`config.mk`:
```
export PLATFORM = sky130hd
export DESIGN_NAME = alu_arith
export DESIGN_NICKNAME = d
export VERILOG_FILES = /design/src/hdl/ex_op_pkg.sv /design/src/hdl/alu_arith.sv
export SDC_FILE = /design/constraint.sdc
export NUM_CORES = 1
export LEC_CHECK = 0
export ABC_AREA = 1
export BUFFER_PORTS_ARGS = -buffer_cell sky130_fd_sc_hd__buf_4
export CAP_MARGIN = 20
export CELL_PAD_IN_SITES_DETAIL_PLACEMENT = 2
export CELL_PAD_IN_SITES_GLOBAL_PLACEMENT = 2
export CORE_ASPECT_RATIO = 1.2
export CORE_MARGIN = 3
export CORE_UTILIZATION = 20
export DETAILED_ROUTE_END_ITERATION = 7
export PLACE_DENSITY_LB_ADDON = 0.1
export SLEW_MARGIN = 20
export SYNTH_ARGS = -nofsm -noshare
export SYNTH_HDL_FRONTEND = slang
export SYNTH_SLANG_ARGS = --single-unit
```
`constraint.sdc`:
```
create_clock -name vclk -period 3.4
set_clock_uncertainty 0.15 [all_clocks]
set_input_delay 0.68 -clock vclk [all_inputs]
set_output_delay 0.68 -clock vclk [all_outputs]
set_load 0.05 [all_outputs]
```
`src/hdl/ex_op_pkg.sv`:
```
package ex_op_pkg;

    typedef enum logic [4:0] {
        ALU_AND,
        ALU_OR,
        ALU_NOR,
        ALU_XOR,
        ALU_ADD,
        ALU_ADDU,
        ALU_SUB,
        ALU_SUBU,
        ALU_SLT,
        ALU_SLTU,
        ALU_SLL,
        ALU_SLL_SA,
        ALU_SRL,
        ALU_SRA,
        ALU_SRL_SA,
        ALU_SRA_SA,
        ALU_LUI,
        ALU_PASS,
        ALU_MTHI,
        ALU_MTLO,
        ALU_MULT,
        ALU_MULTU,
        ALU_DIV,
        ALU_DIVU
    } alu_op_e;

    typedef enum logic [1:0] {
        LOGIC_AND,
        LOGIC_OR,
        LOGIC_NOR,
        LOGIC_XOR
    } logic_sel_e;

    // result source inside alu_logic_shift
    typedef enum logic [1:0] {
        LS_LOGIC,
        LS_SHIFT,
        LS_LUI,
        LS_PASS
    } ls_sel_e;

    typedef enum logic [2:0] {
        RES_LS,
        RES_ARITH,
        RES_MULT,
        RES_DIV,
        RES_MTHI,
        RES_MTLO
    } res_sel_e;

    typedef struct packed {
        logic       sub_en;      // invert b, carry in
        logic       signed_op;
        logic       trap_en;     // add/sub may raise overflow
        logic       slt_en;
        ls_sel_e    ls_sel;
        logic_sel_e logic_sel;
        logic       shift_by_sa;
        logic       shift_right;
        logic       shift_arith;
    } ex_ctrl_t;

endpackage
```
`src/hdl/alu_arith.sv`:
```
`timescale 1ns/1ps

module alu_arith (
    input  logic [31:0]         src_a,
    input  logic [31:0]         src_b,
    input  ex_op_pkg::ex_ctrl_t ctrl,
    output logic [31:0]         sum,
    output logic                slt_bit,
    output logic                sltu_bit,
    output logic                overflow,
    output logic [31:0]         result
);
    logic [31:0] b_eff;
    logic        cout;

    assign b_eff = src_b ^ {32{ctrl.sub_en}};
    assign {cout, sum} = {1'b0, src_a} + {1'b0, b_eff} + {32'd0, ctrl.sub_en};

    // no borrow out means a >= b
    assign sltu_bit = ~cout;
    assign slt_bit  = (src_a[31] & ~src_b[31]) | (~(src_a[31] ^ src_b[31]) & sum[31]);

    // same-sign inputs, sign flipped in the sum
    assign overflow = ctrl.trap_en & ~(src_a[31] ^ b_eff[31]) & (sum[31] ^ src_a[31]);

    always_comb begin
        if (ctrl.slt_en) begin
            result = {31'd0, ctrl.signed_op ? slt_bit : sltu_bit};
        end else begin
            result = sum;
        end
    end

endmodule

```
==> reports/results.tsv, run 1 <==
stage	metric	value	unit
floorplan	FP Rows	44	
outcome	Exit stage	5_1_grt	
floorplan	die height	130	µm
synthesis	Syn. warnings	0	
floorplan	Ports	142	
outcome	status	stopped before the end	
grt	initial antenna violation count	0	
synthesis	Seq/Total Area, Yosys	0	%
clocking	hold buffers post-CTS	0	
floorplan	Initial Utilization	20.9	%
synthesis	Syn Area/Cell	5.90	µm²
floorplan	die width	110	µm
synthesis	cell count after synthesis	436	
placement	port bufs	135	
outcome	Error	[ERROR DPL-0033] detailed placement checks failed during check placement.	
synthesis	mapped cell area	2570	µm²
synthesis	Netlist cell types	40	
grt	largest net degree at the start of global routing	15	
placement	Place WS	-0.633	ns
sta	WEP type	primary output	
synthesis	Net Count, Synth	544	
sta	grt repair worst endpoint	sum[25]	
placement	RePlAce Congestion	0.811	
placement	dpl hpwl	12100	µm
[cells by family after synthesis]
family,count (synthesis),share of synthesized area [%]
adders and majority gates,33,16.3
and+or+nand+nor,209,36.2
xor gates and xnor gates,57,20.6
buffers and inverters,67,10.2
AOI/OAI and AO/OA,70,16.7
[Yosys cell counts, types with 3 or more instances]
| library cell | number | area share [%] |
|---|---|---|
| inv_1 | 59 | 8.6 |
| xor2_2 | 4 | 2.5 |
| and2_1 | 7 | 1.7 |
| nand3_2 | 3 | 1.2 |
| nand2_2 | 9 | 2.2 |
| nand3_1 | 18 | 3.5 |
| nor3_1 | 5 | 0.97 |
| buf_2 | 3 | 0.58 |
| nor2_2 | 3 | 0.73 |
| nand2_1 | 89 | 13 |
| a21oi_2 | 3 | 1.0 |
| xor2_1 | 48 | 16 |
| a21oi_1 | 34 | 6.6 |
| xnor2_1 | 5 | 1.7 |
| o21bai_1 | 4 | 1.2 |
| clkbuf_1 | 3 | 0.44 |
| a21o_1 | 6 | 1.7 |
| nor2_1 | 66 | 9.6 |
| o21ai_0 | 10 | 1.9 |
| ha_1 | 32 | 16 |
[repair_timing]
item                       in CTS
resized for setup             249
setup endpoints to repair      59
pin swaps                      71
setup buffers                  20
cloned                          3
[per-stage QoR]
| stage | instance area [µm²] | utilization, % | instances | TNS (ns) |
|---|---|---|---|---|
| global placement | 5330 | 43.2 | 840 | -18.40 |
| detailed placement | 5330 | 43.2 | 840 | -22.48 |
| CTS | 6570 | 53.3 | 860 | -8.18 |
| floorplan | 3290 | - | 436 | -6.79 |
==> run 2, diff against run 1 <==
--- a/config.mk
+++ b/config.mk
@@ -8,13 +8,10 @@
 export ABC_AREA = 1
 export BUFFER_PORTS_ARGS = -buffer_cell sky130_fd_sc_hd__buf_4
 export CAP_MARGIN = 20
-export CELL_PAD_IN_SITES_DETAIL_PLACEMENT = 2
-export CELL_PAD_IN_SITES_GLOBAL_PLACEMENT = 2
-export CORE_ASPECT_RATIO = 1.2
 export CORE_MARGIN = 3
-export CORE_UTILIZATION = 20
+export CORE_UTILIZATION = 30
 export DETAILED_ROUTE_END_ITERATION = 7
-export PLACE_DENSITY_LB_ADDON = 0.1
+export PLACE_DENSITY_LB_ADDON = 0.15
 export SLEW_MARGIN = 20
 export SYNTH_ARGS = -nofsm -noshare
 export SYNTH_HDL_FRONTEND = slang
==> constraint.sdc (replaced) <==
create_clock -name vclk -period 4.4
set_clock_uncertainty 0.15 [all_clocks]
set_input_delay 0.88 -clock vclk [all_inputs]
set_output_delay 0.88 -clock vclk [all_outputs]
set_load 0.05 [all_outputs]
==> reports/results.tsv, run 2 <==
stage	metric	value	unit
worst_setup_path	critical path's slowest cell	ha_1	
worst_setup_path	Critical Path AT	3.21	ns
min_path	Hold WC Path Type	primary input to output port	
final_layout	layout cells sized above 1	37.8	%
synthesis	mapped cell area	2570	µm²
sta	Final Max Slew Viols	0	
synthesis	cell count after synthesis	436	
floorplan	die height	98.6	µm
power	Power Dens Cells	377	nW/µm²
worst_setup_path	Largest stage delay, worst path	0.37	ns
grt	largest net degree at the start of global routing	27	
min_path	worst hold start	ctrl[8]	
final_layout	most frequent cells in the layout	143 x buf_4, 88 x nand2_1, 59 x inv_1	
worst_setup_path	Critical Path RT	3.37	ns
grt	global-route usage over all layers	16.5	%
floorplan	Die ar.	9730	µm²
route	wire length per cell	12.4	µm
final_layout	area grow syn2layout	55.5	%
floorplan	core area	8260	µm²
power	internal power	0.000483	W
synthesis	top-area cell type share of the netlist area	16.3	%
synthesis	count leader, synth	nand2_1	
sta	Final min period	4.24	ns
power	Flop pwr share	0	%
final_layout	commonest non-fill, non-tap cell in the layout	buf_4	
grt	initial antenna violation count	0	
min_path	Hold Path Depth	4	
placement	Place WS	0.139	ns
synthesis	Syn. warnings	0	
synthesis	Seq/Total Area, Yosys	0	%
route	Vias/cell	4.60	
sta	Highest Clock Rate	236	MHz
grt	grt ovf	0	
route	initial drt markers	101	
worst_setup_path	Buf/Inv on CP	3	
floorplan	FP Rows	33	
synthesis	Netlist cell types	40	
worst_setup_path	CP dominant cell by count	nand2_1	
power	maximum vdd drop	0.170	mV
floorplan	Initial Utilization	31.2	%
power	proportion of power drawn by combinational gates	100.0	%
final_layout	fin nets	684	
final_layout	Seq. cell area	0	µm²
worst_setup_path	crit-path cells	buf_4 > buf_12 > xor2_1 > ha_1 > a21oi_1 > o21ai_0 > a21oi_1 > nand2_2 > nand2_1 > nand2_1 > nand2_1 > nand3_1 > nand3_1 > nand2_1 > nand2_1 > buf_4	
grt	first-pass GRT wire length	13800	µm
route	Post-DRT Antenna Nets	0	
sta	unrepaired setup endpoints after global routing	yes	
synthesis	Synth area leader	xor2_1	
final_layout	Seq Cell Count	0	
final_layout	Filler cells	896	
placement	RePlAce Congestion	0.857	
final_layout	Antenna diodes	0	
placement	dpl hpwl	7580	µm
sta	Slew headroom	74.8	%
clocking	hold buffers post-CTS	0	
worst_setup_path	family with the most delay on the worst path	simple AND/OR/NAND/NOR gates	
final_layout	multi-input gate area in the final layout	2540	µm²
sta	Tightest Pin Transition	0.378	ns
floorplan	die width	98.6	µm
sta	# setup viols final	0	
sta	crit share post-route	96.3	%
route	Final Routed Wirelength	8450	µm
worst_setup_path	CP Class	primary input to output port	
synthesis	Syn Area/Cell	5.90	µm²
power	clock power share	0	%
placement	port bufs	135	
power	switching share of power	67.9	%
worst_setup_path	CP endpoint kind	output port	
synthesis	synth cell count leaders	89 x nand2_1, 66 x nor2_1, 59 x inv_1	
outcome	status	finished clean	
grt	number of global-route vias before repair	3021	
floorplan	Ports	142	
job	Max-Cap Viols	0	
sta	Fin. Hold Viols	0	
synthesis	Synth area leaders	xor2_1 16%, ha_1 16%, nand2_1 13%	
worst_setup_path	kind of start point of the critical path	primary input	
route	via count	3123	
min_path	Hold Path Sink	overflow	
sta	Final WS setup	0.161	ns
final_layout	clkbuf count	0	
power	reported leakage power	2.17	nW
route	Initial DRT Pass Iterations	4	
synthesis	Net Count, Synth	544	
sta	worst hold margin	2.00	ns
route	DRC viols	0	
power	Switch Pwr	0.00102	W
worst_setup_path	crit path max fanout	15	
run 2: cell counts after synthesis:
Identical to the previous run, type by type.
run 2: timing repair:
action,in CTS,in global routing
setup buffers,0,1
resized for setup,0,13
setup endpoints to repair,0,7
run 2: final cells by class:
cell class | instances | area share (%)
Inverter | 60 | 5.63
Timing Repair Buffer | 145 | 27.6
Multi-Input combinational cell | 369 | 63.5
Tap cell | 105 | 3.28
run 2: through the flow:
step	util [%]	area, µm²	TNS, ns	total power [W]	cells
CTS	47.8	3950	0	0.00151	678
floorplan	-	2760	-0.103	0.00109	436
finish	48.5	4000	0	0.00151	679
global route	48.5	4000	-0.0375	0.00162	679
detailed placement	47.8	3950	0	0.00150	678
global placement	47.8	3950	0	0.00150	678
run 2: cell families (layout without fill, tap and decap cells):
| family | after synthesis | in the layout | share of synthesized area [%] |
|---|---|---|---|
| xor gates and xnor gates | 57 | 57 | 20.6 |
| and+or+nand+nor | 209 | 209 | 36.2 |
| AOI/OAI and AO/OA | 70 | 70 | 16.7 |
| buffers and inverters | 67 | 205 | 10.2 |
| adders and majority gates | 33 | 33 | 16.3 |
run 2: power groups by stage:
stage                     registers, W  logic (W)  clock network [W]
after floorplan                      0    0.00109                  0
after global placement               0    0.00150                  0
after detailed placement             0    0.00150                  0
after CTS                            0    0.00151                  0
after global routing                 0    0.00162                  0
final                                0    0.00151                  0
run 2: metal layers:
metal	part of all wire, %	routed length [µm]	GRT usage (%)
met5	0	0	0
met4	0.30	25	0.420
met3	5.1	429	0.566
met2	46	3850	27.9
met1	49	4140	24.6
run 2: worst max path at each step:
stage | cells after the start | start | slack [ns] | end
finish | 16 | ctrl[10] | 0.16 | result[0]
floorplan | 13 | ctrl[10] | -0.06 | result[16]
CTS | 17 | ctrl[10] | 0.12 | result[0]
global route | 19 | ctrl[10] | -0.04 | result[0]
global placement | 13 | ctrl[10] | 0.17 | result[30]
detailed placement | 17 | ctrl[10] | 0.14 | result[0]
run 2: tightest hold or removal path, delay by kind of cell:
| kind | cells | cell delay (ns) |
|---|---|---|
| buffers and inverters | 2 | 0.29 |
| AND/OR/NAND/NOR | 2 | 0.11 |
Note: power is estimated with default switching activity, not from simulation.
