### config.mk
export PLATFORM = sky130hd
export DESIGN_NAME = div_unit
export DESIGN_NICKNAME = d
export VERILOG_FILES = /design/src/hdl/ex_data_pkg.sv /design/src/hdl/div_unit.sv
export SDC_FILE = /design/constraint.sdc
export NUM_CORES = 1
export LEC_CHECK = 0
export BUFFER_PORTS_ARGS = -buffer_cell sky130_fd_sc_hd__buf_2
export CORE_MARGIN = 2
export CORE_UTILIZATION = 54
export DETAILED_ROUTE_END_ITERATION = 12
export GPL_ROUTABILITY_DRIVEN = 0
export HOLD_SLACK_MARGIN = 0.15
export PLACE_DENSITY = 0.78
export SKIP_CTS_REPAIR_TIMING = 1
export SLEW_MARGIN = 30
export SYNTH_ARGS = -nofsm -noshare
export SYNTH_HDL_FRONTEND = slang
export SYNTH_SLANG_ARGS = --single-unit
### constraint.sdc
create_clock -name clk -period 6 [get_ports clk]
set_clock_uncertainty 0.05 [all_clocks]
set_input_delay 0.6 -clock clk [delete_from_list [all_inputs] [get_ports clk]]
set_output_delay 0.6 -clock clk [all_outputs]
set_load 0.01 [all_outputs]
### src/hdl/ex_data_pkg.sv
package ex_data_pkg;

    typedef struct packed {
        logic [31:0] src_a;
        logic [31:0] src_b;
        logic [4:0]  sa;
    } ex_operands_t;

    // also the HI/LO pair
    typedef struct packed {
        logic [31:0] hi;
        logic [31:0] lo;
    } wide_result_t;

endpackage

### src/hdl/div_unit.sv
`timescale 1ns/1ps

module div_unit (
    input  logic                      clk,
    input  logic                      rst_n,
    input  logic                      flush_e,
    input  logic                      start,
    input  logic                      is_signed,
    input  logic [31:0]               dividend,
    input  logic [31:0]               divisor,
    input  logic                      ack,
    output logic                      done,
    output ex_data_pkg::wide_result_t result
);
    typedef enum logic [1:0] {
        DIV_IDLE,
        DIV_RUN,
        DIV_DONE
    } div_state_e;

    div_state_e  state;
    logic [4:0]  cnt;
    logic [31:0] rem_q;
    logic [31:0] quo_q;
    logic [31:0] dvs_q;
    logic        neg_quo;
    logic        neg_rem;
    logic [31:0] a_mag;
    logic [31:0] b_mag;
    logic [32:0] rem_sh;
    logic [32:0] diff;
    logic [31:0] rem_nx;
    logic [31:0] quo_nx;

    assign a_mag = (is_signed & dividend[31]) ? -dividend : dividend;
    assign b_mag = (is_signed & divisor[31]) ? -divisor : divisor;

    // one restoring step, quotient bits shift in from the right
    assign rem_sh = {rem_q, quo_q[31]};
    assign diff   = rem_sh - {1'b0, dvs_q};
    assign rem_nx = diff[32] ? rem_sh[31:0] : diff[31:0];
    assign quo_nx = {quo_q[30:0], ~diff[32]};

    always_ff @(posedge clk or negedge rst_n) begin
        if (!rst_n) begin
            state <= DIV_IDLE;
            cnt   <= '0;
        end else if (flush_e) begin
            state <= DIV_IDLE;
        end else if (start) begin
            state <= (divisor == '0) ? DIV_DONE : DIV_RUN;
            cnt   <= '0;
        end else begin
            case (state)
                DIV_RUN: begin
                    cnt <= cnt + 5'd1;
                    if (cnt == 5'd31) begin
                        state <= DIV_DONE;
                    end
                end
                DIV_DONE: begin
                    if (ack) begin
                        state <= DIV_IDLE;
                    end
                end
                default: state <= DIV_IDLE;
            endcase
        end
    end

    always_ff @(posedge clk) begin
        if (start) begin
            rem_q   <= '0;
            quo_q   <= a_mag;
            dvs_q   <= b_mag;
            neg_quo <= is_signed & (dividend[31] ^ divisor[31]);
            neg_rem <= is_signed & dividend[31];   // remainder follows dividend
            if (divisor == '0) begin
                result.hi <= dividend;
                result.lo <= '1;
            end
        end else if (state == DIV_RUN) begin
            rem_q <= rem_nx;
            quo_q <= quo_nx;
            if (cnt == 5'd31) begin
                result.hi <= neg_rem ? -rem_nx : rem_nx;
                result.lo <= neg_quo ? -quo_nx : quo_nx;
            end
        end
    end

    assign done = (state == DIV_DONE);

endmodule

Word-level counts from Yosys, hierarchy flattened

Cells that the tools add are included.

Bits of input ports: 70
Memory bits (writable): 0
Bits in latches: 0
Memories: 0
Register bits: 169
Word-level logic and storage cells: 52
ROM bits: 0
Output and inout bits: 65

Bitwise operators: 6
Reduce and logical (&&, ||, !) cells: 6
Div/mod/pow operators: 0
Shifts and indexed selects: 0
Equal/unequal tests: 6
Mux-type cells: 19
$lt $le $gt $ge: 0
Add/subtract/negate cells: 6
Multipliers: 0

Operator list:

| cell                | count |
|---|---|
| $mux 64             | 4 |
| $mux 32             | 7 |
| $neg 32->32         | 4 |
| $sub 33x32->33      | 1 |
| $logic_not 32->1    | 1 |
| $mux 2              | 5 |
| $mux 5              | 2 |
| $ne 4x4->1 const B  | 2 |
| $add 5x1->5 const B | 1 |
| $eq 5x5->1 const B  | 1 |
| $pmux 2 s2          | 1 |
| $reduce_and 2->1    | 2 |
| $reduce_bool 2->1   | 2 |
| $and 1x1->1         | 3 |
| $reduce_and 3->1    | 1 |
| $eq 2x1->1 const B  | 1 |
| $eq 2x2->1 const B  | 1 |
| $ne 2x1->1 const B  | 1 |
| $not 1->1           | 2 |
| $xor 1x1->1         | 1 |

Logic depth before layout (Yosys ltp)

Depth after elaboration: 7
Depth in mapped cells: 24
Mapped depth without buffers: 21

Worst setup path before layout

Ideal clock, no wire load.

Path type: register to register
From: register quo_q[31]
To: register result[60] in the netlist's numbering, data pin
Cell stages (with the launch flop): 23
Path buffers: 3
Clock period less this slack: 5.919 ns
Setup slack: 0.081 ns
Data required time: 5.783 ns
Data arrival time: 5.701 ns
Setup time: 0.167 ns
Cells stage by stage: edfxtp_1 -> inv_1 -> ha_1 -> inv_1 -> fa_1 -> a211oi_1 -> o211ai_2 -> a211oi_1 -> or2_1 -> clkbuf_1 -> a311o_1 -> nor2_1 -> inv_2 -> clkbuf_1 -> buf_1 -> mux2i_1 -> ha_1 -> inv_1 -> or4_1 -> o32a_1 -> a2111oi_1 -> mux2_2 -> a211oi_1

Cells in the longest elaborated chain, start to end: 7

RTL lines:

| what                   | line           | RTL |
|---|---|---|
| start, declared        | div_unit.sv:24 | `logic [31:0] quo_q;` |
| start signal, assigned | div_unit.sv:74 | `quo_q <= a_mag;` |
| start signal, assigned | div_unit.sv:84 | `quo_q <= quo_nx;` |
| $sub 33x32->33         | div_unit.sv:40 | `assign diff = rem_sh - {1'b0, dvs_q};` |
| $mux 32 *              | div_unit.sv:41 | `assign rem_nx = diff[32] ? rem_sh[31:0] : diff[31:0];` |
| $neg 32->32            | div_unit.sv:86 | `result.hi <= neg_rem ? -rem_nx : rem_nx;` |
| $mux 32 *              | div_unit.sv:86 |  |
| $mux 64 *              | div_unit.sv:85 | `if (cnt == 5'd31) begin` |
| $mux 64 *              | div_unit.sv:82 | `end else if (state == DIV_RUN) begin` |
| $mux 64 *              | div_unit.sv:72 | `if (start) begin` |
| end, declared          | div_unit.sv:13 | `output ex_data_pkg::wide_result_t result` |

Every way passes the cells marked *; elsewhere a longest branch is shown, timed or not. The select of a mux whose other input is x is not followed.
A chain may end at the register's enable or synchronous reset.

Final worst setup path

From: register rem_q[22]
To: register result[60] in the netlist's numbering, data pin

Cells in the longest elaborated chain, start to end: 7

RTL lines:

| what                   | line           | RTL |
|---|---|---|
| start, declared        | div_unit.sv:23 | `logic [31:0] rem_q;` |
| start signal, assigned | div_unit.sv:83 | `rem_q <= rem_nx;` |
| $sub 33x32->33         | div_unit.sv:40 |  |
| $mux 32 *              | div_unit.sv:41 |  |
| $neg 32->32            | div_unit.sv:86 |  |
| $mux 32 *              | div_unit.sv:86 |  |
| $mux 64 *              | div_unit.sv:85 |  |
| $mux 64 *              | div_unit.sv:82 |  |
| $mux 64 *              | div_unit.sv:72 |  |

Marked as above.

==> results.rst <==
.. list-table::
   :header-rows: 1

   * - Metric
     - Value
   * - Run status
     - finished, final reports clean
   * - Worst slew margin relative to its limit
     - 0.357
   * - Syn nets
     - 1434
   * - DRC errors left
     - 0
   * - Post-synthesis area per instance
     - 8.83 µm²
   * - Area share of the largest cell type after synthesis
     - 0.334
   * - Number of antenna violations at the first check in global routing
     - 1
   * - Peak supply drop
     - 163 µV
   * - Number of instances in the synthesized netlist
     - 1325
   * - Measured slew at the worst slew-check pin
     - 0.956 ns
   * - Number of antenna diodes
     - 0
   * - Width of the chip
     - 151 µm
   * - Max Cap Viol
     - 0
   * - CTS sink cnt
     - 169
   * - Number of hold violations in the final report
     - 0
   * - Cell at the root of the clock tree
     - clkbuf_16
   * - Vias in the first global route
     - 9527
   * - Total CTS buffers
     - 17
   * - Clock period minus final worst setup slack
     - 5.75 ns
   * - Top cells by count, synth
     - nand2_1 (147), edfxtp_1 (130), o21ai_0 (121)
   * - Share of total power in sequential cells
     - 0.465
   * - Final net count
     - 1539
   * - Post-synthesis cell area
     - 11700 µm²
   * - Cell with the most instances after synthesis
     - nand2_1
   * - Number of storage elements in the synthesis netlist
     - 169
   * - Stage delay of the slowest cell on the critical path
     - 0.61 ns
   * - Upper clock frequency limit
     - 174 MHz
   * - Gate power share
     - 0.171
   * - Area enclosed by the die boundary
     - 22900 µm²
   * - Final wirelength
     - 30000 µm
   * - Most area-consuming cells after synthesis
     - edfxtp_1 (33%), dfxtp_1 (5.5%), o21ai_0 (5.2%)
   * - Fraction of layout cells with a size suffix above 1
     - 0.148
   * - Count of TritonRoute iterations in the first routing pass
     - 5
   * - Critical Path Sink Type
     - register
   * - Hold/Removal Path Class
     - in2reg
   * - Setup violations, final
     - 0
   * - Leak
     - 5.18 nW
   * - Global-route wire length before repair
     - 47800 µm
   * - Final standard cell utilization of the core
     - 0.624
   * - Final Total Pwr
     - 2.96 mW
   * - Clock Path Buffers
     - 2
   * - Hpwl dp
     - 22500 µm
   * - Top FF cell, synth
     - edfxtp_1
   * - 1st-iter DRT viols
     - 1008
   * - CTS H-Tree Depth
     - 4
   * - Number of vias per cell after detailed routing
     - 6.09
   * - Layout filler cell count
     - 1789
   * - P_sw
     - 0.854 mW
   * - Portion of the post-synthesis area used by sequential elements
     - 0.404
   * - Critical Path Fanout Max
     - 13
   * - Final setup TNS
     - 0 ns
   * - Number of warnings printed during yosys synthesis
     - 0
   * - Synth-to-layout area growth
     - 12.9%
   * - Clock tree from TritonCTS
     - built
   * - GRT Resource Usage Total
     - 0.267
   * - Cell Chain, Critical Path
     - ha_1 > a21oi_1 > nor3_1 > a2111oi_1 > nor4b_2 > a311o_1 > nor2_4 > inv_2 > mux2i_1 > ha_1 > inv_1 > or4_1 > o32a_1 > a2111oi_1 > buf_4 > mux2_2 > a211oi_1
   * - Internal Dissipation
     - 2.11 mW
   * - Die height
     - 151 µm
   * - Routed via count
     - 10.5k
   * - Switching share of power
     - 0.288
   * - Buffers on Ports
     - 134
   * - Clock transition at path regs
     - 0.07 ns
   * - Number of enable-type register cells in the synthesized netlist
     - 130
   * - Data arrival at the endpoint of the critical path
     - 5.96 ns
   * - Data required time at the worst endpoint
     - 6.21 ns
   * - Slowest stage cell on the critical path
     - a2111oi_1
   * - Maximum number of pins on one net before global-route repair
     - 68
   * - Fraction of registers with async set/reset
     - 0.0414
   * - Power density relative to cell area
     - 225 nW/µm²
   * - Clk pwr share
     - 0.364
   * - Num ports
     - 135
   * - Row count
     - 53
   * - Count of cell types in the netlist
     - 76
   * - Classification of the worst setup path
     - reg2reg
   * - Routed Antenna Nets
     - 0
   * - Unrepaired setup endpoints after global routing
     - no
   * - Cell taking the most area after synthesis
     - edfxtp_1
   * - Core Region
     - 21200 µm²
   * - Worst skew pair latency
     - 0.44 ns
   * - Period Utilization, post-route
     - 0.959
   * - Global route overflow
     - 0
   * - Starting density of the core
     - 0.553
   * - Final max-slew violation count
     - 0
   * - Average wire per cell in the routed design
     - 17.5 µm
   * - Startpoint Class
     - register
-- cell families (layout without fill, tap and decap cells) --
logic type / Yosys count / in the layout / synth area share
and+or+nand+nor: 443 / 443 / 0.179
AOI/OAI and AO/OA: 390 / 390 / 0.209
DFF: 169 / 169 / 0.404
xor gates and xnor gates: 127 / 127 / 0.0951
buffers and inverters: 125 / 243 / 0.0415
adders and majority gates: 39 / 39 / 0.0424
muxes: 32 / 32 / 0.0288
-- path summary, 6_finish.rpt --
kind | startpoint | slack (ns) | end | cells past startpoint
min in group asynchronous | rst_n | 0.49 | cnt[0] | 2
setup / recovery | rem_q[22] | 0.25 | result[60] | 17
hold reg to reg | rem_q[25] | 0.46 | rem_q[25] | 2
setup reg to reg | rem_q[22] | 0.25 | result[60] | 17
max in group asynchronous | rst_n | 5.25 | state[0] | 2
hold / removal | flush_e | 0.30 | state[0] | 2
-- metrics by stage --
step	worst slack, ns	hold WS (ns)	instances	area [µm²]
final	0.248	0.299	1718	13200
after global routing	0.0534	0.300	1718	13200
after CTS	0.181	-0.0696	1716	13100
after detailed placement	0.203	0.392	1684	12600
after global placement	0.322	0.392	1684	12600
after floorplan	0.0814	0.254	1325	11700
-- routing by layer --
layer,part of all wire,wire [µm],global-route usage,vias up
li1,-,-,-,5076
met1,0.43,13000,0.365,4823
met2,0.45,13600,0.422,498
met3,0.088,2640,0.0527,64
met4,0.027,820,0.0963,0
met5,0,0,0,-
-- cell usage in the layout, fill, tap and decap left out, drive strengths merged, types with 7 or more instances in the layout --
cell | synthesis | layout
or3 | 17 | 17
and3 | 10 | 10
mux2 | 13 | 13
clkinv | 0 | 7
nand3 | 21 | 21
and2 | 15 | 15
xor2 | 66 | 66
nand4 | 10 | 10
edfxtp | 130 | 130
dfrtp | 7 | 7
a21o | 10 | 10
a2111oi | 8 | 8
ha | 38 | 38
nor4 | 18 | 18
inv | 64 | 68
o21ai | 132 | 132
a211oi | 11 | 11
mux2i | 19 | 19
nor2 | 107 | 107
o21a | 8 | 8
o41ai | 12 | 12
xnor2 | 61 | 61
a31oi | 12 | 12
buf | 16 | 146
nand2 | 148 | 148
o211ai | 12 | 12
o2111ai | 7 | 7
dfxtp | 32 | 32
nand2b | 18 | 18
o31ai | 22 | 22
a21oi | 107 | 107
or2 | 8 | 8
clkbuf | 45 | 18
a22o | 9 | 9
nor3 | 43 | 43
-- critical path, delay by kind of cell, from the launching register on --
kind,cells,cell delay (ns)
DFF,1,0.44
and+or+nand+nor,4,1.11
buffers and inverters,3,0.50
AOI/OAI and AO/OA,6,2.21
adders and majority gates,2,0.61
muxes,2,0.65
-- power by group through the flow --
stage / Combinational [mW] / Clock, mW / Sequential, mW
after floorplan: 0.360 / 0 / 1.39
after global placement: 0.478 / 0 / 1.40
after detailed placement: 0.489 / 0 / 1.41
after CTS: 0.494 / 1.08 / 1.38
after global routing: 0.565 / 1.13 / 1.39
final: 0.507 / 1.08 / 1.38
-- final cells by class --
type | count | area (µm²) | share of cell area
clock buffers | 18 | 429 | 0.0325
clock inverters | 14 | 141 | 0.0107
inverters | 64 | 240 | 0.0182
multi-input cells | 1031 | 6550 | 0.496
flip-flops and latches | 169 | 4720 | 0.358
well taps | 275 | 344 | 0.0261
repair buffers | 147 | 777 | 0.0589
-- sequential cells by signal, summed over array words and instances (netlist names) --
register / flops
cnt: 5
dvs_q: 32
neg_quo: 1
neg_rem: 1
quo_q: 32
rem_q: 32
result: 64
state: 2
Power figures use the tool's default switching activity.
