$ cat src/hdl/ex_op_pkg.sv
package ex_op_pkg;

    typedef enum logic [4:0] {
        ALU_AND,
        ALU_OR,
        ALU_NOR,
        ALU_XOR,
        ALU_ADD,
        ALU_ADDU,
        ALU_SUB,
        ALU_SUBU,
        ALU_SLT,
        ALU_SLTU,
        ALU_SLL,
        ALU_SLL_SA,
        ALU_SRL,
        ALU_SRA,
        ALU_SRL_SA,
        ALU_SRA_SA,
        ALU_LUI,
        ALU_PASS,
        ALU_MTHI,
        ALU_MTLO,
        ALU_MULT,
        ALU_MULTU,
        ALU_DIV,
        ALU_DIVU
    } alu_op_e;

    typedef enum logic [1:0] {
        LOGIC_AND,
        LOGIC_OR,
        LOGIC_NOR,
        LOGIC_XOR
    } logic_sel_e;

    // result source inside alu_logic_shift
    typedef enum logic [1:0] {
        LS_LOGIC,
        LS_SHIFT,
        LS_LUI,
        LS_PASS
    } ls_sel_e;

    typedef enum logic [2:0] {
        RES_LS,
        RES_ARITH,
        RES_MULT,
        RES_DIV,
        RES_MTHI,
        RES_MTLO
    } res_sel_e;

    typedef struct packed {
        logic       sub_en;      // invert b, carry in
        logic       signed_op;
        logic       trap_en;     // add/sub may raise overflow
        logic       slt_en;
        ls_sel_e    ls_sel;
        logic_sel_e logic_sel;
        logic       shift_by_sa;
        logic       shift_right;
        logic       shift_arith;
    } ex_ctrl_t;

endpackage
$ cat src/hdl/alu_logic_shift.sv
`timescale 1ns/1ps

module alu_logic_shift (
    input  logic [31:0]         src_a,
    input  logic [31:0]         src_b,
    input  logic [4:0]          sa,
    input  ex_op_pkg::ex_ctrl_t ctrl,
    output logic [31:0]         result
);
    logic [31:0] logic_res;
    logic [4:0]  shamt;
    logic [63:0] right_wide;
    logic [31:0] shift_res;

    always_comb begin
        case (ctrl.logic_sel)
            ex_op_pkg::LOGIC_AND: logic_res = src_a & src_b;
            ex_op_pkg::LOGIC_OR:  logic_res = src_a | src_b;
            ex_op_pkg::LOGIC_NOR: logic_res = ~(src_a | src_b);
            default:              logic_res = src_a ^ src_b;
        endcase
    end

    assign shamt = ctrl.shift_by_sa ? sa : src_a[4:0];

    // sign or zero fill in the upper word
    assign right_wide = {{32{ctrl.shift_arith & src_b[31]}}, src_b} >> shamt;
    assign shift_res  = ctrl.shift_right ? right_wide[31:0] : (src_b << shamt);

    always_comb begin
        case (ctrl.ls_sel)
            ex_op_pkg::LS_LOGIC: result = logic_res;
            ex_op_pkg::LS_SHIFT: result = shift_res;
            ex_op_pkg::LS_LUI:   result = {src_b[15:0], 16'd0};
            default:             result = src_a;   // pass-through
        endcase
    end

endmodule

$ cat config.mk
export PLATFORM = sky130hd
export DESIGN_NAME = alu_logic_shift
export DESIGN_NICKNAME = d
export VERILOG_FILES = /design/src/hdl/ex_op_pkg.sv /design/src/hdl/alu_logic_shift.sv
export SDC_FILE = /design/constraint.sdc
export NUM_CORES = 1
export LEC_CHECK = 0
export ABC_AREA = 1
export ABC_CLOCK_PERIOD_IN_PS = 6550
export BUFFER_PORTS_ARGS = -buffer_cell sky130_fd_sc_hd__buf_2
export CORE_MARGIN = 3
export CORE_UTILIZATION = 24
export DETAILED_ROUTE_END_ITERATION = 12
export GPL_ROUTABILITY_DRIVEN = 0
export PLACE_DENSITY = 0.45
export SLEW_MARGIN = 20
export SYNTH_ARGS = -nofsm -noshare
export SYNTH_HDL_FRONTEND = slang
export SYNTH_SLANG_ARGS = --single-unit
$ cat constraint.sdc
create_clock -name vclk -period 6.55
set_input_delay 1.31 -clock vclk [all_inputs]
set_output_delay 1.31 -clock vclk [all_outputs]
set_load 0.01 [all_outputs]
; ---- Word-level counts from Yosys, hierarchy flattened
; Index checks and enable logic that the tools add are counted.
[classes]
n_eq_ne = 4
n_shift = 2
muxes = 4
bitwise = 5
reduce_logical = 2
[op_table]
columns = op, n
row1 = 32-bit case mux with 3 select lines, 2
row2 = 64-bit by 5-bit right shift with 32-bit output, 1
row3 = 32-bit AND, 1
row4 = 32-bit two-way mux, 1
row5 = 32-bit NOT, 1
row6 = 32-bit bitwise OR, 1
row7 = 32-bit by 5-bit left shift with 32-bit output, 1
row8 = 32-bit XOR, 1
row9 = 5-bit two-way mux, 1
row10 = "2-bit by 1-bit equality test with 1-bit output, second input constant", 2
row11 = "2-bit equality test, second input constant", 2
row12 = 2-bit logical NOT, 2
row13 = 1-bit AND, 1
[word_totals]
reg_bits = 0
inputBits = 80
output_inout_bits = 32
wordCells = 17

; ---- Logic depth before layout (Yosys ltp)
; Gate-level depths: netlist (run 1).
[depth]
depth_word = 4
depth_mapped = 18
ltp_nobuf = 16

; ---- Least setup slack after synthesis (run 1)
; Ideal clock, no wire load.
[synth_path]
kind = input -> output
from = input port ctrl[2] (netlist name)
to = output port result[28]
t_arrival_ps = 2703
required_ps = 5240
setup_slack_ps = 2537
path_stages = 13
path_buffers = 2
path_cell_list = buf_4 -> nand2_1 -> nand2_2 -> buf_2 -> nor2_1 -> nand3_1 -> nand3_1 -> nand3_1 -> nand2_1 -> inv_1 -> nand2_1 -> nand2_1 -> a21oi_1
[synth_via]
elab_chain_len = 4
word_cells_on_any_way = 5
cone_classes = shift: 2 / mux: 3
[synth_rtl]
columns = item, line
row1 = from (decl), alu_logic_shift.sv:7  ; input ex_op_pkg::ex_ctrl_t ctrl,
row2 = 5-bit two-way mux (*), alu_logic_shift.sv:24  ; assign shamt = ctrl.shift_by_sa ? sa : src_a[4:0];
row3 = 32-bit by 5-bit left shift with 32-bit output or 64-bit by 5-bit right shift with 32-bit output (tied branches), "alu_logic_shift.sv:28, alu_logic_shift.sv:27"
row4 = 32-bit two-way mux (*), alu_logic_shift.sv:28  ; assign shift_res = ctrl.shift_right ? right_wide[31:0] : (src_b << shamt);
row5 = 32-bit case mux with 3 select lines (*), alu_logic_shift.sv:31  ; case (ctrl.ls_sel)
row6 = to (decl), alu_logic_shift.sv:8  ; output logic [31:0] result
; Mark *: on every way between the ends. The rest lies on a longest branch, timed or not.

; ---- Worst setup path in the final report (run 1)
[layout_path]
from = input port ctrl[2] (netlist name)
to = output port result[6]
; Same word-level chain as after synthesis.

==> results of run 1 <==
==> metal layers <==
layer	vias up	part of all wire (%)	GRT usage [%]	wire [um]
met5	-	0	0	0
met2	399	45	33.6	12600
met1	3822	42	28.1	11900
met3	61	8.1	2.03	2260
met4	0	4.6	7.55	1300
li1	3966	-	-	-
==> cell families after synthesis <==
| kind of cell | share of synthesized area, % |
|---|---|
| AO/OA/AOI/OAI | 16.8 |
| buffers and inverters | 12.7 |
| adder cells (fa/ha/maj) | 13.9 |
| AND/OR/NAND/NOR | 56.6 |
==> path summary, 6_finish.rpt <==
kind,from,endpoint,slack [ns],cells past startpoint
hold / removal,src_a[12],result[12],2.96,4
setup / recovery,ctrl[2],result[6],1.01,13
==> layout make-up <==
| type | instances | area (um^2) | area share (%) |
|---|---|---|---|
| multi-input cells | 969 | 5070 | 78.2 |
| well taps | 319 | 399 | 6.16 |
| repair buffers | 122 | 646 | 9.96 |
| inverters | 97 | 369 | 5.69 |
==> worst max-delay path, delay by kind of cell <==
family,cells,cell delay [ns]
AOI/OAI and AO/OA,3,0.47
and+or+nand+nor,8,1.99
buffers and inverters,2,0.45
==> where the power goes <==
group	internal [uW]	leakage [uW]	switching [uW]	total, uW
Clock	0	0	0	0
Sequential	0	0	0	0
Combinational	187	0.00339	417	603
Total	187	0.00339	417	603
==> cells in the final DEF (no fill, tap or decap), drive strengths merged, types with 3 or more instances in the layout <==
master,instances
nand2,361
inv,96
nand3,300
nand4,19
nor2,67
buf,122
a221oi,13
o211ai,46
a21oi,31
or2,3
ha,64
o21ai,59
==> per-stage QoR <==
stage | setup slack, ns | power (uW) | cell area [um^2] | hold slack (ns) | cells
2_1_floorplan | 2.54 | 403 | 5770 | 2.76 | 1141
3_3_place_gp | 1.11 | 591 | 6480 | 2.96 | 1507
3_5_place_dp | 1.14 | 592 | 6480 | 2.96 | 1507
4_1_cts | 1.13 | 594 | 6480 | 2.96 | 1507
5_1_grt | 0.811 | 670 | 6480 | 3.00 | 1507
6_report | 1.01 | 603 | 6480 | 2.96 | 1507
==> results.md, run 1 <==
Detailed routing:
- The overall via count from detail_route is 8,248.
- The post-route antenna net violation count is 0.
- For this run, design rule violations remaining after detail routing come to 0.
- The number of optimization iterations in the first detailed-route pass is 6.
- The first routing iteration left 980 violations.
- Using the TritonRoute via totals, the vias-per-cell ratio works out to 5.47.
- Dividing the detail-routed wire length by the instance count gives 18.6 um.
- The total routed wirelength is 28,100 um.

Setup path:
- At the worst endpoint, the required time is 5.24 ns.
- The critical path is of the input pin to primary output type.
- In this design, the stage delay of the slowest critical-path cell is 0.67 ns.
- The cell with the biggest individual delay on the critical path is sky130_fd_sc_hd__nand2_2.
- The critical path capture point type is a primary output.
- The largest fanout on the critical path is 34.
- The signal on the critical path passes through buf_2 -> nand2_1 -> nand2_2 -> nand2_1 -> nand2_1 -> nand2_1 -> o21ai_1 -> nand2_1 -> a21oi_1 -> o21ai_1 -> nand3_1 -> nand3_1 -> buf_2.
- The critical path data arrival time is 4.23 ns.
- In this design, the critical path's most frequently occurring cell is sky130_fd_sc_hd__nand2_1.
- STA classifies the critical path startpoint as an input pin.

Layout:
- The final antenna diode count is 0.
- There are 0 flip-flops and latches.
- Across the whole layout, storage elements account for 0 um^2.
- Fill cells in the final layout number 2,840.
- Cells fill 27.5% of the core in the end.
- The area growth from synthesis to layout is 12.3%.
- The number of nets in the layout is 1,334.
- The post-route netlist has 11.5% of its cells at a drive strength greater than 1.
- The clock buffer count in the final layout is 0.

Yosys:
- Summed over its instances, the top area cell type makes up 26.0% of the synthesized netlist area.
- The proportion of synthesized chip area in sequential cells is 0%.
- The cell count after synthesis came out at 1,141.
- The biggest area contributor in the post-synthesis netlist is sky130_fd_sc_hd__nand3_1.
- Sorting the synthesized cells by area gives the leading types as sky130_fd_sc_hd__nand3_1, sky130_fd_sc_hd__nand2_1, sky130_fd_sc_hd__ha_1.
- Yosys printed 0 warnings.
- The distinct cell type count of the synthesized netlist is 31.
- The number of nets produced by synthesis is 1,285.
- The most common cell in the netlist is sky130_fd_sc_hd__nand2_1.
- Counting instances in the post-synthesis netlist gives the leading cell types as sky130_fd_sc_hd__nand2_1, sky130_fd_sc_hd__nand3_1, sky130_fd_sc_hd__inv_1.
- The total standard cell area after synthesis is 5770 um^2.
- The mean post-synth cell area is 5.06 um^2.

Placed design:
- Once detailed placement completed, the half-perimeter wirelength came to 22,000 um.
- The count of port buffers added during placement is 108.

Flow run:
- The max-cap violation count is 0.

Floorplan:
- The floorplan has 56 rows.
- Measured along the x axis, the die boundary spans 161 um.
- The region available for standard cell placement spans 23,500 um^2.
- The die is 161 um tall.
- The initial standard-cell utilization of the core is 24.5%.
- The top-level I/O count is 112.
- The area enclosed by the die boundary is 26,000 um^2.

Global route:
- The via count of the first global-routing pass came to 7,571.
- The initial antenna violation count is 0.
- Across every metal layer, demand over resource in global routing totals 20.6%.
- The wire length of the first global-routing pass is 43,100 um.
- The pin count of the biggest net entering global routing is 59.
- For this run the aggregate overflow at the end of global routing stands at 0.

Timing:
- Setup repair after global routing left no endpoint under its margin.
- Adding up every negative setup slack in the final design gives 0 ns.
- The normalized max-slew margin is 23.2%.
- The max-slew violation total from the final report is 0.
- The number of endpoints failing setup at the final stage is 0.
- The final critical delay including setup and external delays is 5.54 ns.
- The hold violation total from the final report is 0.
- The worst path uses 84.6% of the clock period.
- The top achievable clock speed is 181 MHz.
- At the pin with the least slew margin, the transition time is 1.15 ns.

Clocking:
- Post-CTS repair changed the size of 0 cells.
- The buffer count from post-CTS setup fixing is 0.
- Hold repair after CTS inserted 0 buffers.

Outcome:
- The flow ran to the end, and the final reports show no timing, DRC or antenna violations.

Pwr:
- The maximum VDD drop is 0.0000285 V.
- The power density over the cells is 93.1 nW/um^2.
- Summed over all cells, the static leakage comes to 0.00339 uW.

Hold path:
- The worst min-delay path category is input pin to primary output.
No activity file was read; power rests on OpenSTA's default activity.
==> run 2: changes to the inputs <==
--- a/config.mk
+++ b/config.mk
@@ -5,8 +5,8 @@
 export SDC_FILE = /design/constraint.sdc
 export NUM_CORES = 1
 export LEC_CHECK = 0
-export ABC_AREA = 1
-export ABC_CLOCK_PERIOD_IN_PS = 6550
+export ABC_AREA = 0
+export ABC_CLOCK_PERIOD_IN_PS = 5600
 export BUFFER_PORTS_ARGS = -buffer_cell sky130_fd_sc_hd__buf_2
 export CORE_MARGIN = 3
 export CORE_UTILIZATION = 24
==> constraint.sdc (replaced) <==
create_clock -name vclk -period 5.6
set_input_delay 1.12 -clock vclk [all_inputs]
set_output_delay 1.12 -clock vclk [all_outputs]
set_load 0.01 [all_outputs]
==> run 2 against run 1 <==
Compared with the run above: die area rose by 16%; global-route usage rose by 0.42 points; core utilization rose by 0.47 points; synthesized cell count fell by 26%; non-clock buffer count rose by 23; setup slack got worse by 0.54 ns; count of clock-buffer cells in the layout did not move; worst hold slack got worse by 0.31 ns; first-iteration DRC count fell by 3.7%; sequential share of layout area did not move; highest routed layer unchanged.
==> results.md, run 2 <==
Outcome:
- The flow ran to the end, and the final reports show no timing, DRC or antenna violations.

Global route:
- Global routing used 21.0% of the available tracks.
- The via count of the first global-routing pass is 7,281.
- Entering global routing, the biggest net connects 77 pins.
- The initial antenna violation count was 0.
- The wire length of the first global-routing pass is 49,500 um.
- The sum of overflow across all layers after global routing is 0.

Floorplan:
- The vertical die dimension is 174 um.
- The floorplan step defined a core boundary enclosing 27,300 um^2.
- After floorplanning, the core was divided into 60 placement rows.
- The die is 174 um wide.
- The area enclosed by the die boundary is 30,200 um^2.
- The initial standard-cell utilization of the core is 24.7%.
- For this design the top-level I/O count stands at 112.

Setup path:
- Walking the worst path, the cells encountered are buf_2 -> mux2_2 -> buf_4 -> mux4_1 -> mux2i_1 -> o221ai_1 -> a21oi_1 -> o211ai_1 -> buf_2.
- The worst setup path is launched from an input pin.
- The critical path data arrival time is 4.01 ns.
- The critical path's most frequent cell is sky130_fd_sc_hd__buf_2.
- The peak per-stage delay on the critical path is 0.69 ns.
- The critical path capture point type is a primary output.
- For the worst setup path, the data required time is 4.48 ns.
- The path type of the worst setup path is input pin to primary output.
- The largest fanout on the critical path is 23.
- The cell with the biggest individual delay on the critical path is sky130_fd_sc_hd__mux2_2.

Flow run:
- The max-cap violation count is 0.

Layout:
- The commonest non-fill, non-tap cell in the layout is sky130_fd_sc_hd__buf_2.
- The net count of the finished layout is 1,051.
- The sequential cell area is 0 um^2.
- The area added between synthesis and finish is 13.4%.
- In the layout the commonest cells are sky130_fd_sc_hd__buf_2, sky130_fd_sc_hd__nand2_1, sky130_fd_sc_hd__mux2i_1.
- The clock buffer count in the final layout is 0.
- Sequential cells placed in the final layout were counted as 0.
- In the final layout, the share of cells above drive strength 1 is 26.5%.
- The number of filler instances in the final layout is 3,079.

Placed design:
- The final HPWL from detailed placement is 25,800 um.
- At the placement stage, the worst setup path has a slack of 0.518 ns.
- Port buffering added 108 buffers.

Clocking:
- The number of gates resized after cts is 0.
- The number of hold buffers added after CTS was 0.
- In this run the post-CTS setup repair buffer count came out at 0.

Timing:
- The hold violation total from the final report is 0.
- The share of the cycle needed by the critical path after routing is 91.6%.
- The max-slew violation total from the final report is 0.
- The accumulated negative setup slack is 0 ns.
- The top achievable clock speed is 195 MHz.
- The slew at the pin closest to its max-slew limit is 0.851 ns.
- For the finished layout, the period the worst path requires is 5.13 ns.
- After layout, the worst setup slack is 0.470 ns.
- Setup violations remaining at the end of the flow were counted as 0.
- The normalized max-slew margin is 43.3%.
- Setup repair after global routing left no endpoint under its margin.

Detailed routing:
- The detail-routed via count per cell is 5.93.
- After detailed routing, the wire length on met1 is 14,800 um.
- Wires add up to 33,500 um.
- The first routing iteration left 944 violations.
- The first TritonRoute pass finished after 6 iterations.
- The routed design uses 3140 um of met3 wire.
- The routed design uses 14,200 um of met2 wire.
- The highest layer touched by signal routing is met4.
- In this run the remaining antenna-violating nets after routing total 0.
- In the routed design, unresolved DRC markers number 0.
- The overall via count from detail_route is 7,578.
- The detail-routed net length per standard cell is 26.2 um.

Yosys:
- The library cell occupying the most area in the post-synthesis netlist is sky130_fd_sc_hd__mux4_2.
- The mean post-synth cell area is 8.04 um^2.
- The distinct cell type count of the synthesized netlist is 61.
- The total standard cell area after synthesis is 6750 um^2.
- The synthesis warning total is 0.
- Ranked by total cell area, the synthesized netlist is headed by sky130_fd_sc_hd__mux4_2, sky130_fd_sc_hd__ha_1, sky130_fd_sc_hd__mux2i_1.
- The share of the synthesized area in the top cell type is 15.4%.
- By count the netlist is led by sky130_fd_sc_hd__nand2_1, sky130_fd_sc_hd__mux2i_1, sky130_fd_sc_hd__inv_1.
- The most common cell in the netlist is sky130_fd_sc_hd__nand2_1.
- The proportion of synthesized chip area in sequential cells is 0%.
- The number of instances in the synthesized netlist is 839.
- The number of nets in the synthesized netlist is 983.

Hold path:
- The worst min-delay path category is input pin to primary output.
run 2: kinds of logic after synthesis:
| family | synth area share [%] |
|---|---|
| multiplexers | 40.5 |
| buffers and inverters | 10.4 |
| AO/OA/AOI/OAI | 26.6 |
| adder cells (fa/ha/maj) | 11.9 |
| AND/OR/NAND/NOR | 10.6 |
run 2: critical path: cells and delay by family:
kind,cells,cell delay [ns]
compound gates,3,0.61
buf+inv,3,0.81
mux,3,1.45
run 2: path summary, 6_finish.rpt:
path                      start    endpoint  slack, ns  cells after the start
worst max-delay path    ctrl[2]   result[7]       0.47                      9
worst min-delay path  src_a[22]  result[22]       2.65                      4
run 2: per-stage QoR:
stage / util [%] / hold slack, ns / instance area [um^2] / cells
2_1_floorplan: - / 2.37 / 6750 / 839
3_3_place_gp: 28.0 / 2.64 / 7650 / 1277
3_5_place_dp: 28.0 / 2.64 / 7650 / 1277
4_1_cts: 28.0 / 2.64 / 7650 / 1277
5_1_grt: 28.0 / 2.66 / 7650 / 1277
6_report: 28.0 / 2.65 / 7650 / 1278
run 2: layout make-up:
type | instances | area [um^2] | share of cell area [%]
diodes | 1 | 2.50 | 0.0327
inverters | 74 | 278 | 3.63
multi-input cells | 686 | 6060 | 79.2
well taps | 372 | 465 | 6.08
repair buffers | 145 | 846 | 11.1
run 2: layer usage:
metal,up-vias,track usage (%)
li1,3368,-
met1,3647,30.5
met2,470,31.9
met3,93,3.75
met4,0,5.76
met5,-,0
==> run 3: changes to the inputs <==
--- a/config.mk
+++ b/config.mk
@@ -12,6 +12,7 @@
 export CORE_UTILIZATION = 24
 export DETAILED_ROUTE_END_ITERATION = 12
 export GPL_ROUTABILITY_DRIVEN = 0
+export GPL_TIMING_DRIVEN = 0
 export PLACE_DENSITY = 0.45
 export SLEW_MARGIN = 20
 export SYNTH_ARGS = -nofsm -noshare
==> run 3 against run 2 <==
Compared with the run above: cell count is 2.9% higher; worst hold slack better by 0.016 ns; routed wire length is 17% higher; non-clock buffer count is 37 higher; design area is 1.0% higher; via count is 10% higher; core utilization is 0.28 points higher; die area stayed put; sequential share of layout area stayed put; largest cell class unchanged; first-iteration DRC count is 43% higher; count of clock-buffer cells in the layout stayed put.
==> results.md, run 3 (synthesis gave the netlist of run 2 again) <==
Global route:
- The first global-routing pass estimated 56,200 um of wire.
- The initial antenna violation count is 1.
- The via count of the first global-routing pass came to 7,725.
- After global routing the overflow that remains totals 0.
- The total track usage is 24.6%.
- Entering global routing, the biggest net connects 12 pins.

Detailed routing:
- After detailed routing, the average wire length per cell comes to 29.8 um.
- The starting DRC count in detailed routing is 1,347.
- The detail-routed via count per cell is 6.34.
- The number of optimization iterations in the first detailed-route pass is 6.
- For this block, the routed nets add up to 39,100 um of wire.
- In the routed design, unresolved DRC markers number 0.
- Summing over every cut layer, the via total after detailed routing is 8,333.
- The post-route antenna net violation count is 0.

Setup path:
- In this design, the critical path's most frequently occurring cell is sky130_fd_sc_hd__buf_2.
- The critical path capture point type is a primary output.
- The largest fanout on the critical path is 10.
- The startpoint kind of the worst setup timing path is an input pin.
- The family of cells with the greatest summed delay on the critical path is simple AND/OR/NAND/NOR gates.
- The signal on the critical path passes through buf_2 -> buf_6 -> mux2i_1 -> nand2_1 -> nor2_1 -> a221oi_1 -> o21ai_1 -> o221ai_1 -> buf_2.
- The path type of the worst setup path is input pin to primary output.
- The critical path data arrival time is 4.15 ns.
- The buffers plus inverters on the worst setup path is 3.
- For this run, the slowest stage of the critical path takes 0.78 ns.
- The cell with the biggest individual delay on the critical path is sky130_fd_sc_hd__nor2_1.
- For the worst setup path, the data required time is 4.48 ns.

Layout:
- Leaving out fill and tap cells, the most frequent cells in the layout are sky130_fd_sc_hd__buf_2, sky130_fd_sc_hd__nand2_1, sky130_fd_sc_hd__mux2i_1.
- The fraction of final layout cells with drive strength greater than 1 is 24.2%.
- The library cell used most frequently in the layout, excluding fill and tap cells, is sky130_fd_sc_hd__buf_2.
- The area growth from synthesis to layout is 14.6%.
- The sequential cell area is 0 um^2.
- The number of sequential cells in the layout is 0.
- The net count of the finished layout is 1,088.
- In the finished layout, the clock tree contains a buffer count of 0.

Timing:
- For the pin with the worst max-slew slack, the measured transition is 0.990 ns.
- Adding up every negative setup slack in the final design gives 0 ns.
- The max-slew violation total from the final report is 0.
- Setup repair after global routing left no endpoint under its margin.
- The final critical delay including setup and external delays is 5.27 ns.
- The hold violation total from the final report is 0.
- The top achievable clock speed is 190 MHz.
- Setup violations remaining at the end of the flow were counted as 0.
- The share of the cycle needed by the critical path after routing is 94.1%.
- The normalized max-slew margin is 33.4%.
- The least setup slack across all paths after layout is 0.332 ns.

Floorplan:
- The floorplan step set the die width to 174 um.
- The initialized floorplan defines 60 standard-cell rows.
- The floorplan step defined a core boundary enclosing 27,300 um^2.
- The top-level I/O count is 112.
- The area enclosed by the die boundary is 30,200 um^2.
- The vertical die dimension is 174 um.
- The initial standard-cell utilization of the core is 24.7%.

Clocking:
- The number of gates resized after cts is 0.
- The quantity of hold-fixing buffers added after cts is 0.
- Once the clock tree was built, the setup fixing pass inserted 0 buffers.

Flow run:
- The max-cap violation count is 0.

Placed design:
- Input and output buffers added on the ports amount to 103.
- The final HPWL from detailed placement is 30,900 um.
- OpenSTA, run right after detailed placement, puts the worst setup slack at 0.461 ns.

Outcome:
- The flow ran to the end, and the final reports show no timing, DRC or antenna violations.

Hold path:
- The worst min-delay path category is input pin to primary output.
-- run 3: area by class of cell --
cell class / count / area [um^2]
fillers: 3059 / 19600
multi-input cells: 686 / 6040
repair buffers: 103 / 515
well taps: 372 / 465
plain buffers: 79 / 424
inverters: 74 / 278
diodes: 1 / 2.50
-- run 3: worst paths after layout --
path                      start          to  slack [ns]  cells past startpoint
worst max-delay path    ctrl[2]   result[8]        0.33                      9
worst min-delay path  src_a[22]  result[22]        2.66                      4
-- run 3: through the flow --
step,hold slack [ns],instance area [um^2],cells,util [%]
global route,2.68,7730,1314,28.3
detailed placement,2.65,7730,1314,28.3
floorplan,2.37,6750,839,-
finish,2.66,7730,1315,28.3
global placement,2.64,7730,1314,28.3
CTS,2.65,7730,1314,28.3
-- run 3: layer usage --
layer	global-route usage [%]	wire, um
met1	34.9	16300
met2	37.1	16100
met4	8.85	2190
met5	0	0
met3	4.45	4570
